$ cat config.mk
export PLATFORM = sky130hd
export DESIGN_NAME = fp_mac
export DESIGN_NICKNAME = d
export VERILOG_FILES = /design/src/source/fp_mac_pkg.sv /design/src/source/fp_add_stage.sv /design/src/source/fp_lead_norm.sv /design/src/source/fp_mac.sv /design/src/source/fp_mul_stage.sv /design/src/source/mac_handshake.sv
export SDC_FILE = /design/constraint.sdc
export NUM_CORES = 1
export LEC_CHECK = 0
export ABC_AREA = 1
export BUFFER_PORTS_ARGS = -buffer_cell sky130_fd_sc_hd__buf_2
export CAP_MARGIN = 20
export CORE_MARGIN = 1
export CORE_UTILIZATION = 36
export CTS_BUF_LIST = sky130_fd_sc_hd__clkbuf_8
export CTS_CLUSTER_SIZE = 24
export DETAILED_ROUTE_END_ITERATION = 6
export PLACE_DENSITY_LB_ADDON = 0.3
export SLEW_MARGIN = 20
export SYNTH_ARGS = -nofsm -noshare
export SYNTH_HDL_FRONTEND = slang
export SYNTH_HIERARCHICAL = 1
export SYNTH_SLANG_ARGS = --single-unit
$ cat constraint.sdc
create_clock -name clk -period 11.1 [get_ports clk]
set_clock_uncertainty 0.15 [all_clocks]
set_input_delay 2.22 -clock clk [delete_from_list [all_inputs] [get_ports clk]]
set_output_delay 2.22 -clock clk [all_outputs]
set_load 0.03 [all_outputs]
$ cat src/source/fp_mac_pkg.sv
//////////////////////////////////////////////////////////////////////
// half-precision formats shared by the MAC datapath and its model
// widths are fixed here; a format change means editing this package
// exponent 0 encodes zero, exponent 31 is only flagged as exception
//////////////////////////////////////////////////////////////////////
package fp_mac_pkg;

	//////////////////////////////////////////////////////////////////////
	// format constants
	//////////////////////////////////////////////////////////////////////

	// exponent field width
	localparam int EXP_W = 5;
	// stored mantissa, hidden bit not included
	localparam int MANT_W = 10;
	// significand with hidden bit
	localparam int SIG_W = MANT_W + 1;
	localparam int EXP_BIAS = 15;
	// all ones exponent, inf/nan encodings
	localparam int EXP_MAX = (1 << EXP_W) - 1;

	//////////////////////////////////////////////////////////////////////
	// packed types
	//////////////////////////////////////////////////////////////////////

	// operand and result word
	typedef struct packed {
		logic              sign;
		logic [EXP_W-1:0]  exp;
		logic [MANT_W-1:0] mant;
	} fp16_t;

	// result = a * b + c
	typedef struct packed {
		fp16_t a;
		fp16_t b;
		fp16_t c;
	} mac_operands_t;

	// status bits reported with the result
	typedef struct packed {
		logic exception;
		logic overflow;
		logic underflow;
	} mac_flags_t;

	// product between the two stages
	// exp is two bits wider and signed, so excursions past 0 or 31 survive
	typedef struct packed {
		logic                    sign;
		logic                    is_zero;
		logic signed [EXP_W+1:0] exp;
		logic [SIG_W-1:0]        sig;
	} prod_t;

endpackage

$ cat src/source/fp_add_stage.sv
//////////////////////////////////////////////////////////////////////
// fp16 add stage, product + c, registers on load_add
// alignment truncates, no guard or sticky bits
// exact cancellation gives +0, exponent underflow gives signed zero
//////////////////////////////////////////////////////////////////////
module fp_add_stage
	import fp_mac_pkg::*;
(
	input  logic       clk,
	input  logic       arst_n,
	input  logic       load_add,
	input  prod_t      prod,
	input  fp16_t      c_reg,
	input  mac_flags_t mul_flags,
	output fp16_t      result,
	output mac_flags_t flags
);

	localparam int XW = EXP_W + 2;

	logic                 c_zero;
	logic signed [XW-1:0] c_exp;
	logic [SIG_W-1:0]     c_sig;
	// x is the larger magnitude
	logic                 x_is_prod;
	logic                 x_sign;
	logic                 y_sign;
	logic signed [XW-1:0] x_exp;
	logic signed [XW-1:0] y_exp;
	logic signed [XW-1:0] exp_diff;
	logic [SIG_W-1:0]     x_sig;
	logic [SIG_W-1:0]     y_sig;
	logic [SIG_W-1:0]     y_align;
	logic [SIG_W:0]       sum;
	logic [SIG_W-1:0]     add_sig;
	logic signed [XW-1:0] add_exp;
	logic [SIG_W:0]       diff;
	logic [SIG_W-1:0]     norm_sig;
	logic signed [XW-1:0] norm_exp;
	logic                 norm_zero;
	fp16_t                result_next;
	mac_flags_t           flags_next;

	assign c_zero = (c_reg.exp == '0);
	assign c_exp  = XW'(c_reg.exp);
	assign c_sig  = {1'b1, c_reg.mant};

	//////////////////////////////////////////////////////////////////////
	// swap and align
	//////////////////////////////////////////////////////////////////////

	// exponent first, then significand; a tie keeps the product as x
	assign x_is_prod = (prod.exp > c_exp) || ((prod.exp == c_exp) && (prod.sig >= c_sig));

	assign x_exp  = x_is_prod ? prod.exp : c_exp;
	assign y_exp  = x_is_prod ? c_exp : prod.exp;
	assign x_sig  = x_is_prod ? prod.sig : c_sig;
	assign y_sig  = x_is_prod ? c_sig : prod.sig;
	assign x_sign = x_is_prod ? prod.sign : c_reg.sign;
	assign y_sign = x_is_prod ? c_reg.sign : prod.sign;

	assign exp_diff = x_exp - y_exp;
	// shifted out bits are dropped, 12+ leaves nothing
	assign y_align  = y_sig >> exp_diff;

	//////////////////////////////////////////////////////////////////////
	// add and subtract
	//////////////////////////////////////////////////////////////////////

	// carry renormalizes right by one, truncating
	assign sum     = {1'b0, x_sig} + {1'b0, y_align};
	assign add_sig = sum[SIG_W] ? sum[SIG_W:1] : sum[SIG_W-1:0];
	assign add_exp = x_exp + XW'(sum[SIG_W]);

	// never negative since x >= y
	assign diff = {1'b0, x_sig} - {1'b0, y_align};

	fp_lead_norm u_norm (
		.diff    (diff),
		.exp_in  (x_exp),
		.sig     (norm_sig),
		.exp_out (norm_exp),
		.is_zero (norm_zero)
	);

	always_comb begin
		result_next = '0;
		flags_next  = mul_flags;
		if (mul_flags.exception) begin
			// exception result is +0
			result_next = '0;
		end else if (mul_flags.overflow) begin
			// infinite product wins over c
			result_next.sign = prod.sign;
			result_next.exp  = EXP_W'(EXP_MAX);
		end else if (prod.is_zero && c_zero) begin
			result_next.sign = prod.sign;
		end else if (prod.is_zero) begin
			result_next = c_reg;
		end else if (c_zero) begin
			result_next.sign = prod.sign;
			result_next.exp  = prod.exp[EXP_W-1:0];
			result_next.mant = prod.sig[MANT_W-1:0];
		end else if (x_sign == y_sign) begin
			result_next.sign = x_sign;
			if (add_exp >= EXP_MAX) begin
				result_next.exp     = EXP_W'(EXP_MAX);
				flags_next.overflow = 1'b1;
			end else begin
				result_next.exp  = add_exp[EXP_W-1:0];
				result_next.mant = add_sig[MANT_W-1:0];
			end
		end else if (!norm_zero) begin
			// zero difference falls through as +0
			result_next.sign = x_sign;
			if (norm_exp <= 0) begin
				flags_next.underflow = 1'b1;
			end else begin
				result_next.exp  = norm_exp[EXP_W-1:0];
				result_next.mant = norm_sig[MANT_W-1:0];
			end
		end
	end

	always_ff @(posedge clk or negedge arst_n) begin
		if (!arst_n) begin
			result <= '0;
			flags  <= '0;
		end else if (load_add) begin
			result <= result_next;
			flags  <= flags_next;
		end
	end

	// all-ones exponent only as an overflowed infinity, never a nan pattern
	a_inf_only: assert property (@(posedge clk) disable iff (!arst_n)
		(result.exp == EXP_W'(EXP_MAX)) |-> ((result.mant == '0) && flags.overflow))
		else $error("result exponent 31 without clean overflow infinity");

endmodule

$ cat src/source/fp_lead_norm.sv
//////////////////////////////////////////////////////////////////////
// leading-one normalizer, width follows SIG_W
// top input bit counts as a carry, output exponent may go <= 0
//////////////////////////////////////////////////////////////////////
module fp_lead_norm
	import fp_mac_pkg::*;
(
	input  logic [SIG_W:0]          diff,
	input  logic signed [EXP_W+1:0] exp_in,
	output logic [SIG_W-1:0]        sig,
	output logic signed [EXP_W+1:0] exp_out,
	output logic                    is_zero
);

	localparam int XW   = EXP_W + 2;
	localparam int LZ_W = $clog2(SIG_W + 2);

	// leading zeros over the full SIG_W+1 bits
	logic [LZ_W-1:0] lz;
	logic [SIG_W:0]  shifted;

	always_comb begin
		lz = '0;
		// scan upward so the highest set bit is the last write
		for (int i = 0; i <= SIG_W; i++) begin
			if (diff[i]) lz = LZ_W'(SIG_W - i);
		end
	end

	// leading one lands on the top bit, dropped lsb truncates a carry
	assign shifted = diff << lz;
	assign sig     = shifted[SIG_W:1];

	// lz of 1 means already normal
	assign exp_out = exp_in - XW'(lz) + XW'(1);
	assign is_zero = (diff == '0);

	always_comb begin
		assert (is_zero || sig[SIG_W-1])
			else $error("normalized significand lost its hidden bit");
	end

endmodule

$ cat src/source/fp_mac.sv
//////////////////////////////////////////////////////////////////////
// fp16 multiply-accumulate, result = a * b + c
// four-phase req/ack, one operation in flight at a time
// ack two cycles after req is sampled, result held until ack falls
//////////////////////////////////////////////////////////////////////
module fp_mac
	import fp_mac_pkg::*;
(
	input  logic          clk,
	input  logic          arst_n,
	input  logic          req,
	input  mac_operands_t operands,
	output logic          ack,
	output fp16_t         result,
	output mac_flags_t    flags
);

	// stage load strobes
	logic       load_mul;
	logic       load_add;
	// mul -> add stage
	prod_t      prod;
	fp16_t      c_reg;
	mac_flags_t mul_flags;

	mac_handshake u_handshake (
		.clk      (clk),
		.arst_n   (arst_n),
		.req      (req),
		.load_mul (load_mul),
		.load_add (load_add),
		.ack      (ack)
	);

	fp_mul_stage u_mul (
		.clk       (clk),
		.arst_n    (arst_n),
		.load_mul  (load_mul),
		.operands  (operands),
		.prod      (prod),
		.c_reg     (c_reg),
		.mul_flags (mul_flags)
	);

	fp_add_stage u_add (
		.clk       (clk),
		.arst_n    (arst_n),
		.load_add  (load_add),
		.prod      (prod),
		.c_reg     (c_reg),
		.mul_flags (mul_flags),
		.result    (result),
		.flags     (flags)
	);

endmodule

$ cat src/source/fp_mul_stage.sv
//////////////////////////////////////////////////////////////////////
// fp16 product stage, registers on load_mul
// exponent 0 reads as zero, no subnormal inputs or outputs
// any exponent 31 among a, b, c gives exception and nothing else
//////////////////////////////////////////////////////////////////////
module fp_mul_stage
	import fp_mac_pkg::*;
(
	input  logic          clk,
	input  logic          arst_n,
	input  logic          load_mul,
	input  mac_operands_t operands,
	output prod_t         prod,
	output fp16_t         c_reg,
	output mac_flags_t    mul_flags
);

	localparam int XW = EXP_W + 2;
	localparam int PW = 2 * SIG_W;

	fp16_t                a;
	fp16_t                b;
	logic                 a_zero;
	logic                 b_zero;
	logic                 special;
	logic [SIG_W-1:0]     sig_a;
	logic [SIG_W-1:0]     sig_b;
	logic [PW-1:0]        product;
	logic [PW-1:0]        prod_norm;
	logic                 prod_hi;
	// mantissa plus round carry on top
	logic [MANT_W:0]      mant_rnd;
	logic signed [XW-1:0] exp_calc;
	prod_t                prod_next;
	mac_flags_t           flags_next;

	assign a = operands.a;
	assign b = operands.b;

	// operand classes
	assign a_zero  = (a.exp == '0);
	assign b_zero  = (b.exp == '0);
	assign special = (a.exp == EXP_W'(EXP_MAX)) || (b.exp == EXP_W'(EXP_MAX)) ||
		(operands.c.exp == EXP_W'(EXP_MAX));

	// hidden bit only for non-zero exponent
	assign sig_a = {|a.exp, a.mant};
	assign sig_b = {|b.exp, b.mant};

	assign product   = sig_a * sig_b;
	assign prod_hi   = product[PW-1];
	assign prod_norm = prod_hi ? product : product << 1;

	// round half up, next bit below the kept mantissa
	assign mant_rnd = {1'b0, prod_norm[PW-2 -: MANT_W]} + prod_norm[PW-2-MANT_W];

	// ea + eb - bias, plus normalize and round carries
	assign exp_calc = XW'(a.exp) + XW'(b.exp) - XW'(EXP_BIAS) + XW'(prod_hi) +
		XW'(mant_rnd[MANT_W]);

	always_comb begin
		prod_next      = '0;
		flags_next     = '0;
		prod_next.sign = a.sign ^ b.sign;
		if (special) begin
			prod_next.is_zero    = 1'b1;
			flags_next.exception = 1'b1;
		end else if (a_zero || b_zero) begin
			prod_next.is_zero = 1'b1;
		end else if (exp_calc >= EXP_MAX) begin
			// infinity, the add stage ignores c
			prod_next.exp       = XW'(EXP_MAX);
			prod_next.sig       = {1'b1, {MANT_W{1'b0}}};
			flags_next.overflow = 1'b1;
		end else if (exp_calc <= 0) begin
			// flushed to signed zero
			prod_next.is_zero    = 1'b1;
			flags_next.underflow = 1'b1;
		end else begin
			// round carry already left the mantissa at zero
			prod_next.exp = exp_calc;
			prod_next.sig = {1'b1, mant_rnd[MANT_W-1:0]};
		end
	end

	always_ff @(posedge clk or negedge arst_n) begin
		if (!arst_n) begin
			mul_flags <= '0;
		end else if (load_mul) begin
			mul_flags <= flags_next;
		end
	end

	// datapath payload
	always_ff @(posedge clk) begin
		if (load_mul) begin
			prod  <= prod_next;
			c_reg <= operands.c;
		end
	end

	a_prod_hidden: assert property (@(posedge clk) disable iff (!arst_n)
		load_mul |=> (prod.is_zero || prod.sig[SIG_W-1]))
		else $error("non-zero product registered without hidden bit");

endmodule

$ cat src/source/mac_handshake.sv
//////////////////////////////////////////////////////////////////////
// four-phase req/ack sequencer for the two MAC stages
// requester must keep req and operands stable until ack is seen high
//////////////////////////////////////////////////////////////////////
module mac_handshake (
	input  logic clk,
	input  logic arst_n,
	input  logic req,
	output logic load_mul,
	output logic load_add,
	output logic ack
);

	typedef enum logic [1:0] {
		S_IDLE,
		S_MUL,
		S_ADD,
		S_DONE
	} state_t;

	state_t state;
	state_t state_next;

	always_comb begin
		state_next = state;
		case (state)
			S_IDLE: if (req) state_next = S_MUL;
			// product registered, addend path next
			S_MUL: state_next = S_ADD;
			S_ADD: state_next = S_DONE;
			// hold ack until the requester lets go
			S_DONE: if (!req) state_next = S_IDLE;
			default: state_next = S_IDLE;
		endcase
	end

	always_ff @(posedge clk or negedge arst_n) begin
		if (!arst_n) begin
			state <= S_IDLE;
			ack   <= 1'b0;
		end else begin
			state <= state_next;
			ack   <= (state_next == S_DONE);
		end
	end

	// mul stage samples on the same edge that sees req in idle
	assign load_mul = (state == S_IDLE) && req;
	assign load_add = (state == S_MUL);

	// ack only answers a request still held on the edge that raised it
	a_ack_after_req: assert property (@(posedge clk) disable iff (!arst_n)
		$rose(ack) |-> $past(req))
		else $error("ack rose without req held");

	a_one_load: assert property (@(posedge clk) disable iff (!arst_n)
		!(load_mul && load_add))
		else $error("both stage loads active in one cycle");

endmodule

Word-level counts from Yosys, hierarchy flattened. Cells that the tools add are included.

Flip-flop bits (word level): 61. Bits of input ports: 51. Output and inout bits: 20. Word-level logic and storage cells: 119.

$add $sub $neg: 11. $mul: 1. Magnitude comparators: 6. Eq/ne operators: 9. Shift-type cells: 2. Muxes and demuxes: 53. Bitwise gates (word level): 1. Reductions and logical operators: 16.

Operators by type and width (number): two-way mux 16 bit (7); two-way mux 4 bit (12); two-way mux 10 bit (3); two-way mux 15 bit (2); multiplier 11 x 11 -> 22 bit (1); two-way mux 11 bit (2); adder 7 x 1 -> 7 bit (3); two-way mux 21 bit (1); two-way mux 2 bit (9); equality test 5 bit (second input constant) (3); zero test 5 bit (3); greater-or-equal comparator 7 x 6 -> 1 bit (second input constant) (2); <= comparator 7 x 1 -> 1 bit (second input constant) (2); two-way mux 7 bit (2); adder 11 x 11 -> 12 bit (1); zero test 12 bit (1); two-way mux 1 bit (12); left shift 12 x 4 -> 11 bit (1); subtractor 11 x 11 -> 12 bit (1); adder 10 x 1 -> 11 bit (1); greater-or-equal comparator 11 bit (1); >> shifter 11 x 7 -> 11 bit (1); OR reduction 5 bit (2); case mux 2 bit (4 select lines) (1); other kinds (18) (25).

Depth between registers and ports, before layout.
Word-level depth: 30. Mapped depth: 67. Depth with buffers taken out: 65.

Hierarchy. The synthesis kept the hierarchy.

By module, submodules not included: fp_mul_stage (instances 1, cells an instance 874, area an instance 6572.6 µm², seq. area each 1156.1 µm²); fp_add_stage (instances 1, cells an instance 742, area an instance 4111.4 µm², seq. area each 475.5 µm²); fp_lead_norm (instances 1, cells an instance 159, area an instance 870.8 µm², seq. area each 0.0 µm²); mac_handshake (instances 1, cells an instance 15, area an instance 122.6 µm², seq. area each 75.1 µm²).

Worst setup path before layout. No wires, ideal clock.

Path kind: input-to-reg. From: input port operands[26] (netlist name). To: register, netlist name u_mul/prod[4]. Library setup time: 0.157 ns. Arrival: 9.444 ns. Setup slack: 1.349 ns. Cell stages on the path: 49. Buffers on the path: 2. Cells stage by stage: nor3_1 -> nand3_1 -> clkbuf_1 -> nand2_1 -> inv_1 -> fa_1 -> inv_1 -> fa_1 -> inv_1 -> fa_1 -> fa_1 -> inv_1 -> fa_1 -> inv_1 -> ha_1 -> nand2_2 -> inv_1 -> nand2_1 -> (+13 left out) -> nand3_2 -> nor2_4 -> nand3_1 -> fa_1 -> fa_1 -> nor2_1 -> o21ai_0 -> nand2_1 -> inv_1 -> nor2_1 -> inv_1 -> nand2_1 -> inv_1 -> nand2_1 -> o21ai_0 -> nor3_2 -> inv_1 -> nor3_1.

Cells in the longest elaborated chain, start to end: 7. Elaborated cells between the ends (all ways): 16. Classes of those cells: add/sub: 5; mul: 1; order compare: 2; eq/ne: 1; mux: 1; reduce/logical: 6.

RTL lines: start: declaration (RTL line fp_mac.sv:12) `input mac_operands_t operands,`; OR reduction 5 bit (RTL line fp_mul_stage.sv:48) `assign sig_b = {|b.exp, b.mant};`; multiplier 11 x 11 -> 22 bit (RTL line fp_mul_stage.sv:50) `assign product = sig_a * sig_b;`; two-way mux 21 bit (RTL line fp_mul_stage.sv:52) `assign prod_norm = prod_hi ? product : product << 1;`; adder 10 x 1 -> 11 bit (RTL line fp_mul_stage.sv:55) `assign mant_rnd = {1'b0, prod_norm[PW-2 -: MANT_W]} + prod_norm[PW-2-MANT_W];`; adder 7 x 1 -> 7 bit (RTL line fp_mul_stage.sv:58) `assign exp_calc = XW'(a.exp) + XW'(b.exp) - XW'(EXP_BIAS) + XW'(prod_hi) +`; <= comparator 7 x 1 -> 1 bit or greater-or-equal comparator 7 x 6 -> 1 bit (tied branches) (RTL line fp_mul_stage.sv:75, fp_mul_stage.sv:70); OR reduction 4 bit (no source line).

Several ways; a longest one is shown, not always the timed one. A chain may end at the register's enable or synchronous reset.

Final worst setup path.
From: input port operands[26] (netlist name). To: register, netlist name u_mul/prod[4].

Cells in the longest elaborated chain, start to end: 7. Elaborated cells between the ends (all ways): 16. Classes of those cells: add/sub: 5; mul: 1; order compare: 2; eq/ne: 1; mux: 1; reduce/logical: 6.

RTL lines (RTL line): OR reduction 5 bit (fp_mul_stage.sv:48); multiplier 11 x 11 -> 22 bit (fp_mul_stage.sv:50); two-way mux 21 bit (fp_mul_stage.sv:52); adder 10 x 1 -> 11 bit (fp_mul_stage.sv:55); adder 7 x 1 -> 7 bit (fp_mul_stage.sv:58); <= comparator 7 x 1 -> 1 bit or greater-or-equal comparator 7 x 6 -> 1 bit (tied branches) (fp_mul_stage.sv:75, fp_mul_stage.sv:70); OR reduction 4 bit (no source line).

Several ways; a longest one is shown, not always the timed one.

==> results.yml <==
status:
  status: "finished, final reports clean"
placement:
  place_area_mm2: 0.0123
  io_buffers: 70
  post-place-ws_ns: 0.566
  dp.final_hpwl_mm: 26.1
  finalWeightedCongestion: 0.893
critical_path:
  critPathLaunchType: "input pin"
  cp_num_buf_inv: 13
  arrival_ns: 10.17
  path_max_fanout: 12
  r2r_setup_slack_ns: 1.36
  cp-end-kind: "flop"
  cpMostUsedCell: "inv_1"
  critPathMaxStageDelay_ns: 0.52
  worst-setup-path-type: "input pin to flop"
  required_ns: 11.13
  path_delay_family: "adder cells"
  slowest_stage: "fa_1"
cells_and_area:
  largest_reg_flops: 20
  final_area_mm2: 0.0125
  final_core_util_pct: 39.4
  nFillCells: 3433
  area_growth_pct: 6.99
  drive_gt1_share_pct: 9.41
  final_common_cell: "nand2_1"
  layout_common_cells: "nand2_1 (538), inv_1 (374), ha_1 (117), nand3_1 (110), nor2_1 (96)"
  fin_nets: 2074
clocking:
  ctsHtreeMaxLevel: 3
  cts_buffer_depth: 2
  ctsResizeCount: 0
  clk_pin_slew_worst_paths_ns: 0.08
  postCtsSetupBuffers: 0
  clock_sinks: 61
  cts-buffers-inserted: 9
  clk_latency_ns: 0.36
  cts_tree: "built"
  postCtsHoldBufs: 0
  root_buffer: "clkbuf_8"
sta:
  worst_pin_slew_ns: 0.857
  hold_violations: 0
  fin_tns_setup_ns: 0
  worst_slack_ns: 0.962
  fmax_mhz: 98.6
  finalCriticalPeriod_ns: 10.14
  drv_slew: 0
  slew_headroom_pct: 42.8
  rsz0062_at_grt: "false"
  setup_viol: 0
  min_period_over_period_pct: 91.3
grt:
  grt_pass1_vias: 10487
  overflow: 0
  antenna_found_initial: 1
  grt_pass1_wl_mm: 50.6
  track_usage_pct: 18.7
  grt_max_degree: 51
route:
  totalWireLength_mm: 30.6
  drt.antenna.violating_nets: 0
  drc: 0
  drt_pre_antenna_iters: 6
  vias: 10680
  post_drt_wl_per_cell_um: 13.7
  avgViaCountPerCell: 4.79
  drt-initial-drc-count: 596
floorplan:
  die_w_um: 182
  die_h_um: 182
  dieArea_mm2: 0.0332
  num_rows: 65
  start_util_pct: 36.8
  ios: 71
  core_mm2: 0.0317
synth:
  netlist_area_mm2: 0.0117
  syn_inst: 1789
  yosysWarningCount: 6
  syn_avg_cell_area_um2: 6.53
worst_hold_path:
  holdCritPathClass: "flop to flop"
flow_run:
  drv_cap: 0
## layout make-up
type,instances,area [µm²],share of cell area [%]
well taps,402,503,4.03
clock buffers,9,124,0.992
clock inverters,7,48.8,0.391
inverters,390,1460,11.7
flip-flops and latches,61,1710,13.7
repair buffers,73,385,3.09
diodes,1,2.50,0.0200
multi-input cells,1287,8260,66.1
## tightest hold or removal path, delay by kind of cell (launching register included)
family           cells  cell delay, ns
AND/OR/NAND/NOR      2            0.11
flip-flops           1            0.35
## per-stage QoR
stage / std cells / hold WS [ns]
2_1_floorplan: 1790 / 0.338
4_1_cts: 2228 / 0.343
3_3_place_gp: 2212 / 0.322
5_1_grt: 2229 / 0.353
6_report: 2230 / 0.337
3_5_place_dp: 2212 / 0.322
## path summary, 6_finish.rpt
check,start,to,cells past startpoint
worst max-delay path,operands[26],u_mul/prod[4]$_SDFFCE_PP0P_,48
min in group asynchronous,arst_n,u_handshake/state[0]$_DFF_PN0_,1
worst min register to register,u_add/result[15]$_DFFE_PN0P_,u_add/result[15]$_DFFE_PN0P_,2
worst min-delay path,u_add/result[15]$_DFFE_PN0P_,u_add/result[15]$_DFFE_PN0P_,2
max in group asynchronous,arst_n,u_add/result[4]$_DFFE_PN0P_,1
worst max register to register,u_mul/c_reg[10]$_DFFE_PP_,u_add/result[3]$_DFFE_PN0P_,63
## per-layer routing
metal | wire (µm) | track usage [%] | part of all wire (%)
met1 | 13300 | 22.6 | 44
met2 | 15600 | 34.8 | 51
met3 | 827 | 1.50 | 2.7
met4 | 854 | 6.29 | 2.8
met5 | 0 | 0 | 0
Power is not shown: default switching activity piles up to over one toggle a cycle in this logic, so the estimate is an artifact.
